`src/stream_pkg.sv`:
```
// sizing constants for the packet stream scheduler
// and the state encoding of the switch fsm

package stream_pkg;

	// ------------------------------
	// stream and word sizing
	// ------------------------------
	localparam int STREAMS   = 8;    // input streams
	localparam int IDX_W     = 3;    // stream index width
	localparam int DATA_W    = 8;    // byte wide words
	localparam int PKT_WORDS = 4;    // fixed packet length

	// ------------------------------
	// fifo and slice sizing
	// ------------------------------
	localparam int FIFO_DEPTH   = 16;   // words per stream fifo
	localparam int CNT_W        = 5;    // holds 0 up to FIFO_DEPTH
	localparam int SLICE_CYCLES = 48;   // grant cycles per slice
	localparam int TIMER_W      = 6;

	// switch fsm states
	typedef enum logic [2:0] {
		S_IDLE,    // waiting for sending_i
		S_LOAD,    // copy mask into rotator
		S_FIND,    // scan one index per cycle
		S_RUN,     // grant held, packet moving
		S_CHECK    // keep stream or move on
	} switch_state_e;

endpackage

```
`src/packet_sender.sv`:
```
// output side of the scheduler
// head word mux, pop decode and packet word counter with last marker

`timescale 1ns/1ps

module packet_sender (
	input  logic                                                clock,
	input  logic                                                resetn,
	input  logic                                                grant_valid_i,
	input  logic [stream_pkg::IDX_W-1:0]                        grant_idx_i,
	input  logic [stream_pkg::STREAMS-1:0][stream_pkg::DATA_W-1:0] heads_i,
	input  logic [stream_pkg::STREAMS-1:0]                      empty_i,
	output logic [stream_pkg::STREAMS-1:0]                      pop_o,
	output logic                                                out_valid_o,
	output logic [stream_pkg::DATA_W-1:0]                       out_data_o,
	output logic [stream_pkg::IDX_W-1:0]                        out_stream_o,
	output logic                                                out_last_o,
	input  logic                                                out_ready_i,
	output logic                                                pkt_done_o
);

	logic [stream_pkg::STREAMS-1:0]           grant_onehot;   // decoded grant
	logic [$clog2(stream_pkg::PKT_WORDS)-1:0] word_cnt_q;     // word position in packet
	logic                                     handshake;

	// index to one-hot for the pop bus
	always_comb
	begin
		grant_onehot = '0;
		grant_onehot[grant_idx_i] = 1'b1;
	end

	// ------------------------------
	// output mux
	// ------------------------------
	assign out_valid_o  = grant_valid_i & ~empty_i[grant_idx_i];
	assign out_data_o   = heads_i[grant_idx_i];   // fifo head, held until popped
	assign out_stream_o = grant_idx_i;
	assign out_last_o   = (int'(word_cnt_q) == stream_pkg::PKT_WORDS - 1);

	assign handshake  = out_valid_o & out_ready_i;
	assign pkt_done_o = handshake & out_last_o;          // one cycle pulse
	assign pop_o      = handshake ? grant_onehot : '0;   // no pop under back-pressure

	// word counter, modulo packet length
	always_ff @(posedge clock or negedge resetn)
	begin
		if (!resetn)
			word_cnt_q <= '0;
		else if (handshake)
		begin
			if (out_last_o)
				word_cnt_q <= '0;   // next word opens a packet
			else
				word_cnt_q <= word_cnt_q + 1'b1;
		end
	end

endmodule

```
`src/stream_fifo.sv`:
```
// per-stream word fifo
// circular buffer with occupancy count and complete-packet flag

`timescale 1ns/1ps

module stream_fifo (
	input  logic                          clock,
	input  logic                          resetn,
	input  logic                          push_i,
	input  logic [stream_pkg::DATA_W-1:0] push_data_i,
	input  logic                          pop_i,
	output logic [stream_pkg::DATA_W-1:0] head_o,
	output logic                          full_o,
	output logic                          empty_o,
	output logic                          pkt_avail_o
);

	logic [stream_pkg::DATA_W-1:0] mem [stream_pkg::FIFO_DEPTH];   // word storage
	logic [stream_pkg::CNT_W-2:0]  wr_ptr_q;    // next free slot
	logic [stream_pkg::CNT_W-2:0]  rd_ptr_q;    // head slot
	logic [stream_pkg::CNT_W-1:0]  count_q;     // words held
	logic                          do_push;
	logic                          do_pop;

	// pointer step with wrap at depth
	function automatic logic [stream_pkg::CNT_W-2:0] next_ptr(
		input logic [stream_pkg::CNT_W-2:0] ptr
	);
		if (int'(ptr) == stream_pkg::FIFO_DEPTH - 1)
			return '0;
		return ptr + 1'b1;
	endfunction

	assign do_push = push_i & ~full_o;    // overflow guard
	assign do_pop  = pop_i & ~empty_o;    // underflow guard

	assign full_o      = (int'(count_q) == stream_pkg::FIFO_DEPTH);
	assign empty_o     = (count_q == '0);
	assign pkt_avail_o = (int'(count_q) >= stream_pkg::PKT_WORDS);   // whole packet queued
	assign head_o      = mem[rd_ptr_q];   // first word, shown ahead of pop

	// storage write
	always_ff @(posedge clock)
	begin
		if (do_push)
			mem[wr_ptr_q] <= push_data_i;
	end

	// ------------------------------
	// pointers and occupancy
	// ------------------------------
	always_ff @(posedge clock or negedge resetn)
	begin
		if (!resetn)
		begin
			wr_ptr_q <= '0;
			rd_ptr_q <= '0;
			count_q  <= '0;
		end
		else
		begin
			if (do_push)
				wr_ptr_q <= next_ptr(wr_ptr_q);
			if (do_pop)
				rd_ptr_q <= next_ptr(rd_ptr_q);
			case ({do_push, do_pop})
				2'b10:   count_q <= count_q + 1'b1;
				2'b01:   count_q <= count_q - 1'b1;
				default: count_q <= count_q;   // idle or both at once
			endcase
		end
	end

endmodule

```
`src/stream_sched_top.sv`:
```
// packet stream scheduler top level
// eight input fifos feeding the switch and the packet sender

`timescale 1ns/1ps

module stream_sched_top (
	input  logic                                                clock,
	input  logic                                                resetn,
	input  logic                                                sending_i,
	input  logic [stream_pkg::STREAMS-1:0]                      stream_mask_i,
	input  logic [stream_pkg::STREAMS-1:0]                      in_valid_i,
	input  logic [stream_pkg::STREAMS-1:0][stream_pkg::DATA_W-1:0] in_data_i,
	output logic [stream_pkg::STREAMS-1:0]                      in_ready_o,
	output logic                                                out_valid_o,
	output logic [stream_pkg::DATA_W-1:0]                       out_data_o,
	output logic [stream_pkg::IDX_W-1:0]                        out_stream_o,
	output logic                                                out_last_o,
	input  logic                                                out_ready_i
);

	logic [stream_pkg::STREAMS-1:0][stream_pkg::DATA_W-1:0] fifo_head;
	logic [stream_pkg::STREAMS-1:0] fifo_full;
	logic [stream_pkg::STREAMS-1:0] fifo_empty;
	logic [stream_pkg::STREAMS-1:0] pkt_avail;   // per-stream complete packet flags
	logic [stream_pkg::STREAMS-1:0] fifo_pop;    // one-hot from sender
	logic                           grant_valid;
	logic [stream_pkg::IDX_W-1:0]   grant_idx;
	logic                           pkt_done;

	// ------------------------------
	// input fifos
	// ------------------------------
	for (genvar k = 0; k < stream_pkg::STREAMS; k++)
	begin : g_fifo
		assign in_ready_o[k] = ~fifo_full[k];   // ready is room left

		stream_fifo u_fifo (
			.clock       (clock),
			.resetn      (resetn),
			.push_i      (in_valid_i[k] & in_ready_o[k]),   // input handshake
			.push_data_i (in_data_i[k]),
			.pop_i       (fifo_pop[k]),
			.head_o      (fifo_head[k]),
			.full_o      (fifo_full[k]),
			.empty_o     (fifo_empty[k]),
			.pkt_avail_o (pkt_avail[k])
		);
	end

	// scheduler
	stream_switch u_switch (
		.clock         (clock),
		.resetn        (resetn),
		.sending_i     (sending_i),
		.stream_mask_i (stream_mask_i),
		.pkt_avail_i   (pkt_avail),
		.pkt_done_i    (pkt_done),
		.grant_valid_o (grant_valid),
		.grant_idx_o   (grant_idx)
	);

	// output port driver
	packet_sender u_sender (
		.clock         (clock),
		.resetn        (resetn),
		.grant_valid_i (grant_valid),
		.grant_idx_i   (grant_idx),
		.heads_i       (fifo_head),
		.empty_i       (fifo_empty),
		.pop_o         (fifo_pop),
		.out_valid_o   (out_valid_o),
		.out_data_o    (out_data_o),
		.out_stream_o  (out_stream_o),
		.out_last_o    (out_last_o),
		.out_ready_i   (out_ready_i),
		.pkt_done_o    (pkt_done)
	);

endmodule

```
`src/stream_switch.sv`:
```
// round-robin packet scheduler for the stream mux
// rotating mask copy, stream index counter and slice timer

`timescale 1ns/1ps

module stream_switch (
	input  logic                           clock,
	input  logic                           resetn,
	input  logic                           sending_i,
	input  logic [stream_pkg::STREAMS-1:0] stream_mask_i,
	input  logic [stream_pkg::STREAMS-1:0] pkt_avail_i,
	input  logic                           pkt_done_i,
	output logic                           grant_valid_o,
	output logic [stream_pkg::IDX_W-1:0]   grant_idx_o
);

	stream_pkg::switch_state_e      state_q;
	stream_pkg::switch_state_e      state_d;
	logic [stream_pkg::STREAMS-1:0] rot_q;      // mask copy, bit 0 is stream idx_q
	logic [stream_pkg::IDX_W-1:0]   idx_q;      // stream under test or granted
	logic [stream_pkg::TIMER_W-1:0] timer_q;    // s_run cycles this slice
	logic                           hit;
	logic                           slice_left;
	logic                           keep;
	logic                           advance;

	// enabled and holding a full packet
	assign hit        = rot_q[0] & pkt_avail_i[idx_q];
	assign slice_left = (int'(timer_q) < stream_pkg::SLICE_CYCLES);
	// stay on the same stream after a packet
	assign keep       = sending_i & pkt_avail_i[idx_q] & slice_left;

	// move rotator and index one stream on
	assign advance = ((state_q == stream_pkg::S_FIND) & sending_i & ~hit)
		| ((state_q == stream_pkg::S_CHECK) & ~keep);

	assign grant_valid_o = (state_q == stream_pkg::S_RUN);
	assign grant_idx_o   = idx_q;

	// ------------------------------
	// next state
	// ------------------------------
	always_comb
	begin
		state_d = state_q;
		case (state_q)
			stream_pkg::S_IDLE:
			begin
				if (sending_i)
					state_d = stream_pkg::S_LOAD;
			end
			stream_pkg::S_LOAD:
				state_d = stream_pkg::S_FIND;   // one cycle to load the mask
			stream_pkg::S_FIND:
			begin
				if (!sending_i)
					state_d = stream_pkg::S_IDLE;
				else if (hit)
					state_d = stream_pkg::S_RUN;
			end
			stream_pkg::S_RUN:
			begin
				// packet always finishes, sending_i ignored here
				if (pkt_done_i)
					state_d = stream_pkg::S_CHECK;
			end
			stream_pkg::S_CHECK:
			begin
				if (keep)
					state_d = stream_pkg::S_RUN;    // next packet, same stream
				else
					state_d = stream_pkg::S_FIND;   // index already stepped
			end
			default:
				state_d = stream_pkg::S_IDLE;
		endcase
	end

	always_ff @(posedge clock or negedge resetn)
	begin
		if (!resetn)
			state_q <= stream_pkg::S_IDLE;
		else
			state_q <= state_d;
	end

	// ------------------------------
	// rotating mask and index
	// ------------------------------
	always_ff @(posedge clock or negedge resetn)
	begin
		if (!resetn)
		begin
			rot_q <= '0;
			idx_q <= '0;
		end
		else if (state_q == stream_pkg::S_IDLE)
		begin
			rot_q <= '0;   // scan restarts at stream 0
			idx_q <= '0;
		end
		else if (state_q == stream_pkg::S_LOAD)
			rot_q <= stream_mask_i;
		else if (advance)
		begin
			rot_q <= {rot_q[0], rot_q[stream_pkg::STREAMS-1:1]};   // right, ascending order
			idx_q <= idx_q + 1'b1;   // wraps 7 to 0 with the rotator
		end
	end

	// slice timer, cleared while scanning
	always_ff @(posedge clock or negedge resetn)
	begin
		if (!resetn)
			timer_q <= '0;
		else if (state_q == stream_pkg::S_FIND)
			timer_q <= '0;
		else if ((state_q == stream_pkg::S_RUN) && !(&timer_q))
			timer_q <= timer_q + 1'b1;   // saturates during long stalls
	end

endmodule

```
`config.mk`:
```
export PLATFORM = sky130hd
export DESIGN_NAME = stream_sched_top
export DESIGN_NICKNAME = d
export VERILOG_FILES = /design/src/stream_pkg.sv /design/src/packet_sender.sv /design/src/stream_fifo.sv /design/src/stream_sched_top.sv /design/src/stream_switch.sv
export SDC_FILE = /design/constraint.sdc
export NUM_CORES = 1
export LEC_CHECK = 0
export ABC_CLOCK_PERIOD_IN_PS = 9770
export BUFFER_PORTS_ARGS = -buffer_cell sky130_fd_sc_hd__buf_2
export CAP_MARGIN = 20
export CORE_ASPECT_RATIO = 0.6
export CORE_MARGIN = 8
export CORE_UTILIZATION = 55
export DETAILED_ROUTE_END_ITERATION = 6
export HOLD_SLACK_MARGIN = 0.12
export PLACE_DENSITY = 0.71
export SYNTH_ARGS = -nofsm -noshare
export SYNTH_HDL_FRONTEND = slang
export SYNTH_HIERARCHICAL = 1
export SYNTH_SLANG_ARGS = --single-unit
export TNS_END_PERCENT = 5
```
`constraint.sdc`:
```
create_clock -name clock -period 9.77 [get_ports clock]
set_clock_uncertainty 0.2 [all_clocks]
set_input_delay 2.4425 -clock clock [delete_from_list [all_inputs] [get_ports clock]]
set_output_delay 2.4425 -clock clock [all_outputs]
set_load 0.1 [all_outputs]
```
==> metrics list <==
- Result of the run: finished clean
* Synthesized net count: 2924
* Antenna-violating nets left: 0
- PortBufs: 104
* Sequential area share after synthesis: 69.79%
- In the routed design, unresolved DRC markers number 0.
* Number of synthesized register bits: 1150
- Subtracting the final worst setup slack from the clock period gives 7.385 ns.
- Filler cell count in the final layout: 6166
- At the worst endpoint, the arrival time is 4.74 ns.
* Max frequency: between 100 and 150 MHz
- Pwr dens: ~270 mW/mm^2
- The initial utilization of the core area, before any placement, comes to 55.48%.
- The final number of max-transition violations was 0.
* Critical-path maximum fanout: 31
- The total area inside the core boundary comes to 0.08755 mm^2.
- Number of instances in the synthesized netlist: between 2000 and 3000
- Critical Path End Type: output port
- Library cell used as clock root buffer: clkbuf_16
* Number of detailed-routing iterations run before antenna repair: 6
- First-pass GRT wire length: 163400 um
- The die is 246.2 um tall.
* Growth of design area from synthesis to finish: 9.551%
- Cell type with the largest total area after synthesis: edfxtp_1
* Dominant cells by area after synthesis: edfxtp_1 63%, mux4_2 9.0%, dfrtp_1 6.5%
- The cell area that synthesis handed to floorplanning was 0.04858 mm^2.
- VDD sags by at most 214.9 uV.
- Placer congestion estimate: around 0.85
- Post_cts resized: 0
- Average wire per cell in the routed design: 26.48 um
- DRT iter0 DRCs: 2975
- Hold slack final: 0.3117 ns
- STA classifies the critical path startpoint as a register.
- Standard-cell rows: 84
- Period Utilization, post-route: 75.59%
- between 100 and 150 I/O pins were placed.
* Die extent in x: 399.7 um
* Portion of synthesized cell area occupied by the leading cell type: between 60 and 70%
- Before CTS, the worst setup slack after placement is between 3 and 4 ns.
- For this run, asynchronously set or reset flops after synthesis account for between 10% and 20%.
- Area of all placed cells without fillers: 0.05321 mm^2
- Measured against its own limit, the worst slew margin works out to 26.61%.
- Once placement finished, the instance area stood at 0.04985 mm^2.
- Summed over all cells, the static leakage comes to 17.42 nW.
* Min-Delay Path Class: reg -> reg
- Ys flop type: edfxtp_1
- Number of buffers inserted for hold repair after clock tree synthesis: 0
* Worst slew pin tran: 1.101 ns
- The finished layout holds 4122 standard cells, fillers aside.
- Initial antenna violation count: 7
* Source-to-sink clock delay at the later pin of the worst-skew pair: between 0.6 and 0.7 ns
- CTS sink cnt: 1150
- Buffers added to address setup during post-CTS repair amount to 0.
* Data required time at the worst endpoint: 7.13 ns
* Buffer depth of the longest clock path: 3
- Min setup slack post-route: about 2.4 ns
- Clock-pin slew was measured on the worst setup and hold paths at 0.07 ns.
- Per-cell via count in the routed design: around 6.3
- Clock tree from TritonCTS: done
- Classification of the worst setup path: reg -> out
- Global-route total usage across every layer: 22.01%
- Number of max-cap violations: 0
- Top-count cell post-synth: edfxtp_1
- Final HPWL from detailed placement: between 70000 and 80000 um
- Summed over all failing endpoints, the final setup total negative slack is 0 ns.
- In this run the number of H-tree levels came out at 3.
- The final layout contains routed wiring with a total length of 109200 um.
- Residual overflow from global routing: 0
- The die covers approximately 0.098 mm^2.
- Setup violations remaining at the end of the flow were counted as 0.
- Pin count of the biggest net entering global routing: 72
* Share of layout cells above drive strength 1: 19.90%
* Number of synthesis warnings: 6
- TritonCTS created 101 clock buffers.
- Number of cells in the design after placement: 3926
- In this run the mean area of a mapped cell was ~18 um^2.
- In the final design database the tool counted 3040 nets.
- The detailed router put a total of 48850 um of wire on met1.
- Counting flops with a built-in enable in the synthesized netlist gives around 1000.
- Setup repair after global routing left no endpoint under its margin.
- Sorting the synthesized cells by how often they occur yields 1024 x edfxtp_1, 219 x mux2i_1, 194 x mux4_2.
- The via count of the first global-routing pass came to 25665.
- Met2 WL post-DR: 47040 um
- Final Hold Viols: 0
* Top sig layer: met5
* Post-synth cell types: 64
- Total number of vias: about 26000
- Routed length on met3: 11710 um
## flip-flops by register name, summed over array words and instances (netlist names)
signal	count
g_fifo.u_fifo/mem	1024
g_fifo.u_fifo/count_q	40
g_fifo.u_fifo/rd_ptr_q	32
g_fifo.u_fifo/wr_ptr_q	32
u_switch/rot_q	8
u_switch/timer_q	6
u_switch/grant_idx_o	3
u_switch/state_q	3
u_sender/word_cnt_q	2
## logic make-up (layout without fill, tap and decap cells)
kind of cell               after synthesis  after routing  synth area share (%)
AOI/OAI and AO/OA                      381            381                 5.471
xor gates and xnor gates                52             52                0.9376
adders and majority gates               83             83                 2.262
buffers and inverters                  192            395                 2.602
DFF                                   1150           1150                 69.79
muxes                                  453            453                 14.57
other                                    0              1                     0
and+or+nand+nor                        446            446                 4.361
## per-stage QoR
stage | utilization [%] | total power, mW
6_report | 60.78 | 14.41
5_1_grt | 60.78 | 15.00
4_1_cts | 60.73 | 14.46
2_1_floorplan | - | 9.362
3_3_place_gp | 56.86 | 10.28
3_5_place_dp | 56.94 | 10.45
## cell usage in the layout (no fill, tap or decap), types with 9 or more instances in the layout
| master | Yosys | layout |
|---|---|---|
| edfxtp_1 | 1024 | 1024 |
| mux2_2 | 22 | 22 |
| a21o_1 | 16 | 16 |
| a21oi_1 | 37 | 37 |
| a22o_1 | 9 | 9 |
| mux4_2 | 194 | 194 |
| clkbuf_16 | 0 | 104 |
| ha_1 | 75 | 75 |
| o21ai_1 | 48 | 48 |
| dfrtp_2 | 0 | 12 |
| clkinv_1 | 0 | 16 |
| xor2_1 | 11 | 11 |
| buf_2 | 28 | 107 |
| nand2_1 | 111 | 111 |
| mux2i_1 | 219 | 219 |
| bufinv_16 | 0 | 11 |
| nor2b_1 | 26 | 26 |
| mux2_4 | 18 | 18 |
| nand3_1 | 31 | 31 |
| inv_1 | 45 | 45 |
| nor3_1 | 49 | 49 |
| a32oi_1 | 64 | 64 |
| dfrtp_1 | 126 | 114 |
| nand2b_1 | 18 | 18 |
| o21ai_0 | 69 | 69 |
| a31oi_1 | 10 | 10 |
| buf_4 | 22 | 49 |
| and2_1 | 18 | 18 |
| a21boi_0 | 10 | 9 |
| or3_1 | 9 | 9 |
| a22oi_1 | 72 | 72 |
| xnor2_1 | 41 | 41 |
| clkinv_2 | 0 | 23 |
| nor2_1 | 149 | 149 |
| clkbuf_1 | 23 | 23 |
## worst max-delay path, stage by stage (launching register included)
cell	delay [ns]
dfrtp_2	1.00
nor2b_1	0.35
a22oi_1	0.36
mux2i_1	0.12
o21ai_1	0.49
mux2i_1	0.17
nor2_1	0.12
a311oi_1	0.07
o22ai_1	0.78
buf_2	0.57
## layer usage
metal  GRT usage, %  vias up
met2          30.66     1233
li1               -    11224
met3          5.049      104
met5              0        -
met1          35.45    13446
met4          4.445        4
## power by group
group	switching (mW)	internal (mW)
Combinational	2.40	1.47
Sequential	0.561	5.97
Clock	1.75	2.26
## layout make-up
type	count	area, um^2	area share, %
Tap cell	1161	1453	2.730
Antenna cell	1	2.502	0.004702
Clock inverter	61	603.1	1.133
Clock buffer	129	2716	5.105
Timing Repair Buffer	160	944.7	1.775
Inverter	45	168.9	0.3174
Sequential cell	1150	33920	63.74
Multi-Input combinational cell	1415	13410	25.20
## final timing paths
path	cells past startpoint	from	to	slack [ns]
max in group asynchronous	2	resetn	g_fifo[0].u_fifo/rd_ptr_q[1]	6.27
worst max-delay path	9	g_fifo[0].u_fifo/rd_ptr_q[0]	out_data_o[5]	2.39
worst min-delay path	1	u_switch/rot_q[4]	u_switch/rot_q[4]	0.31
worst min register to register	1	u_switch/rot_q[4]	u_switch/rot_q[4]	0.31
worst max register to register	11	u_switch/grant_idx_o[1]	g_fifo[2].u_fifo/count_q[4]	5.32
min in group asynchronous	1	resetn	g_fifo[6].u_fifo/wr_ptr_q[2]	1.54
No activity file was read; power rests on OpenSTA's default activity.
